## config.mk

```make
export PLATFORM = sky130hd
export DESIGN_NAME = div_subsystem
export DESIGN_NICKNAME = d
export VERILOG_FILES = /design/src/div_pkg.sv /design/src/int_div_regfile.sv /design/src/wb_arbiter.sv /design/src/reg_file.sv /design/src/div_subsystem.sv
export SDC_FILE = /design/constraint.sdc
export NUM_CORES = 2
export LEC_CHECK = 0
export ABC_CLOCK_PERIOD_IN_PS = 69700
export BUFFER_PORTS_ARGS = -buffer_cell sky130_fd_sc_hd__clkbuf_2
export CORE_MARGIN = 5
export CORE_UTILIZATION = 45
export CTS_BUF_LIST = sky130_fd_sc_hd__clkbuf_4 sky130_fd_sc_hd__clkbuf_8 sky130_fd_sc_hd__clkbuf_16
export CTS_CLUSTER_DIAMETER = 200
export DETAILED_ROUTE_END_ITERATION = 8
export HOLD_SLACK_MARGIN = 0.03
export SETUP_SLACK_MARGIN = 0.05
export SLEW_MARGIN = 15
export SYNTH_ARGS = -nofsm -noshare
export SYNTH_HDL_FRONTEND = slang
export SYNTH_SLANG_ARGS = --single-unit
```

## constraint.sdc

```tcl
create_clock -name clk -period 69.7 [get_ports clk]
set_clock_uncertainty 0.2 [all_clocks]
set_input_delay 3.485 -clock clk [delete_from_list [all_inputs] [get_ports clk]]
set_output_delay 3.485 -clock clk [all_outputs]
set_load 0.005 [all_outputs]
```

## src/div_pkg.sv

```systemverilog
/*
 * integer divide unit definitions
 * widths, register write and divide request payloads, and the
 * divider state encoding shared by the divider, arbiter and register file
 */

`default_nettype none

package div_pkg;

    // ~~~~~~~~~~~~~~~~~~~~~~~~~~~~~~~~~~~~~~~~
    // widths
    // ~~~~~~~~~~~~~~~~~~~~~~~~~~~~~~~~~~~~~~~~
    localparam int unsigned data_width    = 32;  // operand and register width
    localparam int unsigned num_regs      = 32;  // architectural registers
    localparam int unsigned reg_sel_width = $clog2(num_regs);
    localparam int unsigned pos_width     = $clog2(data_width);  // quotient bit index

    // ~~~~~~~~~~~~~~~~~~~~~~~~~~~~~~~~~~~~~~~~
    // payloads
    // ~~~~~~~~~~~~~~~~~~~~~~~~~~~~~~~~~~~~~~~~

    // one register file write, sel of zero targets the zero register
    typedef struct packed {
        logic [reg_sel_width-1:0] sel;
        logic [data_width-1:0]    data;
    } rf_wr_t;

    // one divide as issued by the client
    typedef struct packed {
        logic [data_width-1:0]    a;         // dividend
        logic [data_width-1:0]    b;         // divisor
        logic [reg_sel_width-1:0] quot_sel;  // 0 skips the quotient write
        logic [reg_sel_width-1:0] mod_sel;   // 0 skips the remainder write
    } div_req_t;

    // divider sequencing
    typedef enum logic [1:0] {
        IDLE,
        CALC,
        WRITING_QUOTIENT,
        WRITING_MODULUS
    } div_state_e;

endpackage

`default_nettype wire

```

## src/int_div_regfile.sv

```systemverilog
/*
 * sequential restoring integer divider
 * one quotient bit per clock from the top bit down, then writes the
 * quotient and the remainder to the register file over req/ack,
 * skipping any write whose selector is zero
 */

`timescale 1ns/1ps
`default_nettype none

module int_div_regfile
    import div_pkg::*;
(
    input  logic     clk,
    input  logic     rst,

    input  logic     req,        // one-cycle issue strobe
    input  div_req_t op,
    output logic     busy,

    output logic     rf_wr_req,  // held until acked
    output rf_wr_t   rf_wr,
    input  logic     rf_wr_ack
);

    // ~~~~~~~~~~~~~~~~~~~~~~~~~~~~~~~~~~~~~~~~
    // state
    // ~~~~~~~~~~~~~~~~~~~~~~~~~~~~~~~~~~~~~~~~
    div_state_e               state;
    div_state_e               next_state;
    logic [pos_width-1:0]     pos;        // bit being resolved in CALC

    logic [data_width-1:0]    divisor;
    logic [reg_sel_width-1:0] quot_sel;
    logic [reg_sel_width-1:0] mod_sel;
    logic [data_width-1:0]    remainder;  // dividend still left over
    logic [data_width-1:0]    quotient;

    logic [2*data_width-1:0]  shifted_b;
    logic                     fits;

    // trial compare at double width so the shift never drops bits
    always_comb begin
        shifted_b = {{data_width{1'b0}}, divisor} << pos;
        fits      = shifted_b <= {{data_width{1'b0}}, remainder};  // equal counts as a fit
    end

    // ~~~~~~~~~~~~~~~~~~~~~~~~~~~~~~~~~~~~~~~~
    // sequencing
    // ~~~~~~~~~~~~~~~~~~~~~~~~~~~~~~~~~~~~~~~~
    always_comb begin
        next_state = state;
        case (state)
            IDLE: begin
                if (req) next_state = CALC;
            end
            CALC: begin
                // last bit, pick the first write that is not skipped
                if (pos == '0) begin
                    if (quot_sel != '0)
                        next_state = WRITING_QUOTIENT;
                    else if (mod_sel != '0)
                        next_state = WRITING_MODULUS;
                    else
                        next_state = IDLE;
                end
            end
            WRITING_QUOTIENT: begin
                if (rf_wr_ack) next_state = (mod_sel != '0) ? WRITING_MODULUS : IDLE;
            end
            WRITING_MODULUS: begin
                if (rf_wr_ack) next_state = IDLE;
            end
            default: next_state = IDLE;
        endcase
    end

    always_ff @(posedge clk or posedge rst) begin
        if (rst) begin
            state <= IDLE;
            pos   <= '0;
        end else begin
            state <= next_state;
            if (state == IDLE && req)
                pos <= pos_width'(data_width - 1);  // start at the top bit
            else if (state == CALC && pos != '0)
                pos <= pos - 1'b1;
        end
    end

    // ~~~~~~~~~~~~~~~~~~~~~~~~~~~~~~~~~~~~~~~~
    // datapath
    // ~~~~~~~~~~~~~~~~~~~~~~~~~~~~~~~~~~~~~~~~
    always_ff @(posedge clk) begin
        if (state == IDLE && req) begin
            divisor   <= op.b;
            quot_sel  <= op.quot_sel;
            mod_sel   <= op.mod_sel;
            remainder <= op.a;
            quotient  <= '0;
        end else if (state == CALC && fits) begin
            // a zero divisor always fits, giving all ones and the dividend back
            remainder     <= remainder - shifted_b[data_width-1:0];
            quotient[pos] <= 1'b1;
        end
    end

    // ~~~~~~~~~~~~~~~~~~~~~~~~~~~~~~~~~~~~~~~~
    // outputs
    // ~~~~~~~~~~~~~~~~~~~~~~~~~~~~~~~~~~~~~~~~
    assign busy      = (state != IDLE);
    assign rf_wr_req = (state == WRITING_QUOTIENT) || (state == WRITING_MODULUS);

    always_comb begin
        if (state == WRITING_QUOTIENT) begin
            rf_wr.sel  = quot_sel;
            rf_wr.data = quotient;
        end else begin
            rf_wr.sel  = mod_sel;
            rf_wr.data = remainder;
        end
    end

    // the client has no back-pressure, so a second issue would be lost
    a_no_req_while_busy: assert property (
        @(posedge clk) disable iff (rst) busy |-> !req
    ) else $error("divide issued while busy");

    // an unacked write must be presented unchanged on the next cycle
    a_wr_held: assert property (
        @(posedge clk) disable iff (rst)
        rf_wr_req && !rf_wr_ack |=> rf_wr_req && $stable(rf_wr)
    ) else $error("divider write changed before ack");

endmodule

`default_nettype wire

```

## src/wb_arbiter.sv

```systemverilog
/*
 * register file write port arbiter
 * fixed priority, the core write-back always wins and the divider
 * is acked in the same cycle only when the port is free
 */

`timescale 1ns/1ps
`default_nettype none

module wb_arbiter
    import div_pkg::*;
(
    // core write-back, no back-pressure
    input  logic   core_wr,
    input  rf_wr_t core_wr_data,

    // divider write, req/ack
    input  logic   div_wr_req,
    input  rf_wr_t div_wr,
    output logic   div_wr_ack,

    // shared write port
    output logic   wr_en,
    output rf_wr_t wr
);

    // ~~~~~~~~~~~~~~~~~~~~~~~~~~~~~~~~~~~~~~~~
    // grant
    // ~~~~~~~~~~~~~~~~~~~~~~~~~~~~~~~~~~~~~~~~
    always_comb begin
        wr_en      = 1'b0;
        wr         = div_wr;
        div_wr_ack = 1'b0;

        if (core_wr) begin
            wr_en = 1'b1;
            wr    = core_wr_data;  // divider keeps waiting
        end else if (div_wr_req) begin
            wr_en      = 1'b1;
            wr         = div_wr;
            div_wr_ack = 1'b1;     // write lands on this edge
        end
    end

endmodule

`default_nettype wire

```

## src/reg_file.sv

```systemverilog
/*
 * architectural register file
 * one synchronous write port and one combinational read port,
 * register zero is hard-wired to zero
 */

`timescale 1ns/1ps
`default_nettype none

module reg_file
    import div_pkg::*;
(
    input  logic                     clk,
    input  logic                     rst,

    input  logic                     wr_en,
    input  rf_wr_t                   wr,

    input  logic [reg_sel_width-1:0] rd_sel,
    output logic [data_width-1:0]    rd_data
);

    // ~~~~~~~~~~~~~~~~~~~~~~~~~~~~~~~~~~~~~~~~
    // storage
    // ~~~~~~~~~~~~~~~~~~~~~~~~~~~~~~~~~~~~~~~~

    // no storage behind register zero
    logic [data_width-1:0] regs [1:num_regs-1];

    always_ff @(posedge clk or posedge rst) begin
        if (rst) begin
            for (int i = 1; i < num_regs; i++) begin
                regs[i] <= '0;
            end
        end else if (wr_en && wr.sel != '0) begin
            regs[wr.sel] <= wr.data;  // writes to zero are dropped
        end
    end

    // ~~~~~~~~~~~~~~~~~~~~~~~~~~~~~~~~~~~~~~~~
    // read
    // ~~~~~~~~~~~~~~~~~~~~~~~~~~~~~~~~~~~~~~~~
    always_comb begin
        if (rd_sel == '0)
            rd_data = '0;
        else
            rd_data = regs[rd_sel];
    end

endmodule

`default_nettype wire

```

## src/div_subsystem.sv

```systemverilog
/*
 * integer divide subsystem
 * divider, write port arbiter and register file, with the core
 * write-back sharing the single register file write port
 */

`timescale 1ns/1ps
`default_nettype none

module div_subsystem
    import div_pkg::*;
(
    input  logic                     clk,
    input  logic                     rst,

    // divide issue
    input  logic                     div_req,
    input  div_req_t                 div_op,
    output logic                     busy,

    // core write-back
    input  logic                     core_wr,
    input  rf_wr_t                   core_wr_data,

    // observation read port
    input  logic [reg_sel_width-1:0] rd_sel,
    output logic [data_width-1:0]    rd_data
);

    // ~~~~~~~~~~~~~~~~~~~~~~~~~~~~~~~~~~~~~~~~
    // internal wires
    // ~~~~~~~~~~~~~~~~~~~~~~~~~~~~~~~~~~~~~~~~
    logic   div_wr_req;
    rf_wr_t div_wr;
    logic   div_wr_ack;
    logic   wr_en;
    rf_wr_t wr;

    int_div_regfile u_div (
        .clk       (clk),
        .rst       (rst),
        .req       (div_req),
        .op        (div_op),
        .busy      (busy),
        .rf_wr_req (div_wr_req),
        .rf_wr     (div_wr),
        .rf_wr_ack (div_wr_ack)
    );

    wb_arbiter u_arb (
        .core_wr      (core_wr),
        .core_wr_data (core_wr_data),
        .div_wr_req   (div_wr_req),
        .div_wr       (div_wr),
        .div_wr_ack   (div_wr_ack),
        .wr_en        (wr_en),
        .wr           (wr)
    );

    reg_file u_rf (
        .clk     (clk),
        .rst     (rst),
        .wr_en   (wr_en),
        .wr      (wr),
        .rd_sel  (rd_sel),
        .rd_data (rd_data)
    );

endmodule

`default_nettype wire

```

==> summary.txt <==
Port-buffer cells - 152
period utilisation layout - 16.2%
Rows - 124
Flop pwr share - 42.1%
Critical R2R Launch - u_div.pos[1]
Clock Power Share - 27.2%
power per cell area - 40.2 nW/um2
Worst-Margin Slew - 1160 ps
non-filler cells, final - 6383
WL per Instance - 23.1 um
placed instance count - 6172
die width - 350 um
Hold Fails Final Rpt - 0
leakage - 26.2 nW
Psw - 772 uW
post-synthesis mux area share - 16.1%
Combinational Power Share - 30.7%
final WL - 147000 um
Initial Util - 45.3%
largest fanout on the critical path - 118
antenna-violating nets left - 0
share of layout cells above drive strength 1 - 18.1%
final-stage net count - 4965
worst r2r path cells - 19
Worst-Skew Late Latency - 690 ps
DRC Markers - 0
Filler cells - 10300
crit path launch type - input pin
Root Buffer - clkbuf_16
post-synthesis register bit count - 1105
final instance area - 57800 um2
RSZ-0062 raised after global routing - false
worst vdd ir - 28.4 uV
gr ovfl total - 0
hpwl dp - 80900 um
Slew Viols, Final - 0
register area share after synthesis - 53.7%
die area - 122000 um2
largest family of logic cells by synthesized area - multiplexers
Slew HR - 22.3%
initial drt markers - 3052
CP Capture Type - output port
number of enable flip-flop cells after synthesis - 74
Total Routing Usage GR - 24.3%
Synth Area in Simple Gates - 10.6%
Setup crit start - rd_sel[0]
final setup vio count - 0
R2R Setup Slk - 63730 ps
sw frac - 33.2%
Ports - 153
vias in the first global route - 36000
# Post-CTS Setup Buffers - 0
P_int - 1.55 mW
post_cts resized - 0
XOR/XNOR Fraction of Synth Area - 0.455%
Final GP Congestion - 0.885
RR Endpoint - u_div.remainder[16]
number of vias per cell - 5.68
first-pass GRT wire length - 227000 um
min-delay worst type - flip-flop to flip-flop
CORE AREA - 115000 um2
post-synthesis compound-gate area fraction - 13.8%
CTS max path bufs - 3
syn_nets - 5078
clock transition at the registers of the reported paths - 60 ps
ys async rst share - 90.4%
yosys warns - 0
commonest non-fill, non-tap cell in the layout - nand2_1
critical path arrival - 7580 ps
max_cap viols - 0
most frequent cells in the layout - nand2_1, o21ai_0, dfrtp_1
Syn Inst Count - 4890
CTS tree - built
outcome - finished, final reports clean
cts bufs inserted - 114
final worst setup slack - 58430 ps
initial antenna violation count - 3
fin crit period - 11270 ps
WP data required - 66020 ps
Top FF cell, synth - dfrtp_1
Setup TNS Final - 0 ps
area post-placement - 53800 um2
Syn Std Cell Area - 51900 um2
Die Ht - 350 um
maximum clock frequency - 0.0888 GHz
DRT Pass-1 Iters - 5
HP Start - u_div.quotient[26]
synth unique cells - 65
Setup CP Type - input pin to output port
pin count of the biggest net entering global routing - 179
Sink Count - 1105
hold buffer count at cts - 0
crit path capture - rd_data[12]
Layout area overhead - 11.3%
H-tree Lvls - 3
Vias - 36200
area share of fa/ha/maj cells after synthesis - 1.65%
Avg Cell Area, Syn - 10.6 um2
pre-CTS setup slack - 58290 ps
==> cells in the mapped netlist (7+ instances only) <==
cell type	n	area [um2]
mux2i_1	71	711
nand3_1	17	85.1
o21ai_0	1066	5340
a31oi_1	10	62.6
mux4_2	299	6730
buf_2	13	65.1
o21ai_1	22	110
nor3_1	23	115
nor2_1	89	334
a21o_1	18	135
o211ai_1	8	60.1
o31ai_1	19	143
xor2_1	18	158
nand2_1	1172	4400
buf_1	38	143
clkbuf_1	378	1420
o21a_1	13	97.6
nor2b_1	16	100
or3_1	8	50.1
a211oi_1	8	60.1
a22o_1	31	272
inv_1	78	293
dfrtp_1	999	25000
xnor2_1	9	78.8
or2_2	9	56.3
ha_1	67	838
nand2b_1	19	119
dfxtp_1	32	641
mux2_2	78	878
a21oi_1	111	556
edfxtp_1	74	2220
nand4_1	7	43.8
==> kinds of logic after synthesis <==
logic type               after synthesis
AO/OA/AOI/OAI                       1342
XOR/XNOR                              27
adder cells (fa/ha/maj)               68
buffers and inverters                514
flip-flops                          1105
multiplexers                         450
AND/OR/NAND/NOR                     1384
==> sequential cells by signal (all words and copies together), names as in the netlist <==
name and cells:
u_div.remainder 32, u_div.quot_sel 5, u_div.mod_sel 5, u_div.state 2, u_div.divisor 32, u_div.quotient 32
u_rf.regs 992, u_div.pos 5
==> stage by stage <==
stage	power (mW)	util [%]	hold WS, ps
after floorplan	1.51	-	224
after global placement	1.68	47.0	233
after CTS	2.33	50.4	249
after global routing	2.48	50.5	265
after detailed placement	1.70	47.0	240
final	2.32	50.5	247
==> power groups by stage <==
stage               logic (mW)  clock network, mW  registers [mW]
detailed placement       0.713                  0           0.986
finish                   0.714              0.632           0.979
CTS                      0.714              0.642           0.976
global route             0.806              0.670            1.00
global placement         0.694                  0           0.985
floorplan                0.556                  0           0.951
==> layer usage <==
layer	global-route usage, %	vias up	routed length (um)
met1	33.7	18300	64800
met3	2.83	201	7050
li1	-	16900	-
met4	6.43	2	3650
met2	41.1	900	71800
met5	0	-	7
==> worst max-delay path, stage by stage <==
cell      delay (ps)
buf_8            630
buf_12           700
buf_4            920
mux4_2           600
mux4_2           500
mux2_2           340
clkbuf_2         150
==> area by class of cell <==
| cell class | count | area (um2) | share of cell area (%) |
|---|---|---|---|
| Sequential cell | 1105 | 27900 | 48.2 |
| Clock inverter | 32 | 369 | 0.639 |
| Antenna cell | 1 | 2.50 | 0.00433 |
| Multi-Input combinational cell | 3271 | 22500 | 39.0 |
| Tap cell | 1512 | 1890 | 3.27 |
| Timing Repair Buffer | 206 | 1280 | 2.22 |
| Clock buffer | 177 | 3560 | 6.16 |
| Inverter | 79 | 304 | 0.526 |
==> worst min-delay path by stage <==
| stage | to | slack, ps | cells after the start |
|---|---|---|---|
| after floorplan | u_div.quotient[0] | 220 | 2 |
| final | u_div.quotient[26] | 250 | 2 |
| after detailed placement | u_div.quotient[17] | 240 | 2 |
| after global placement | u_div.quotient[14] | 230 | 2 |
| after CTS | u_div.quotient[16] | 250 | 2 |
| after global routing | u_div.quotient[29] | 270 | 2 |
Note: power is estimated with default switching activity, not from simulation.
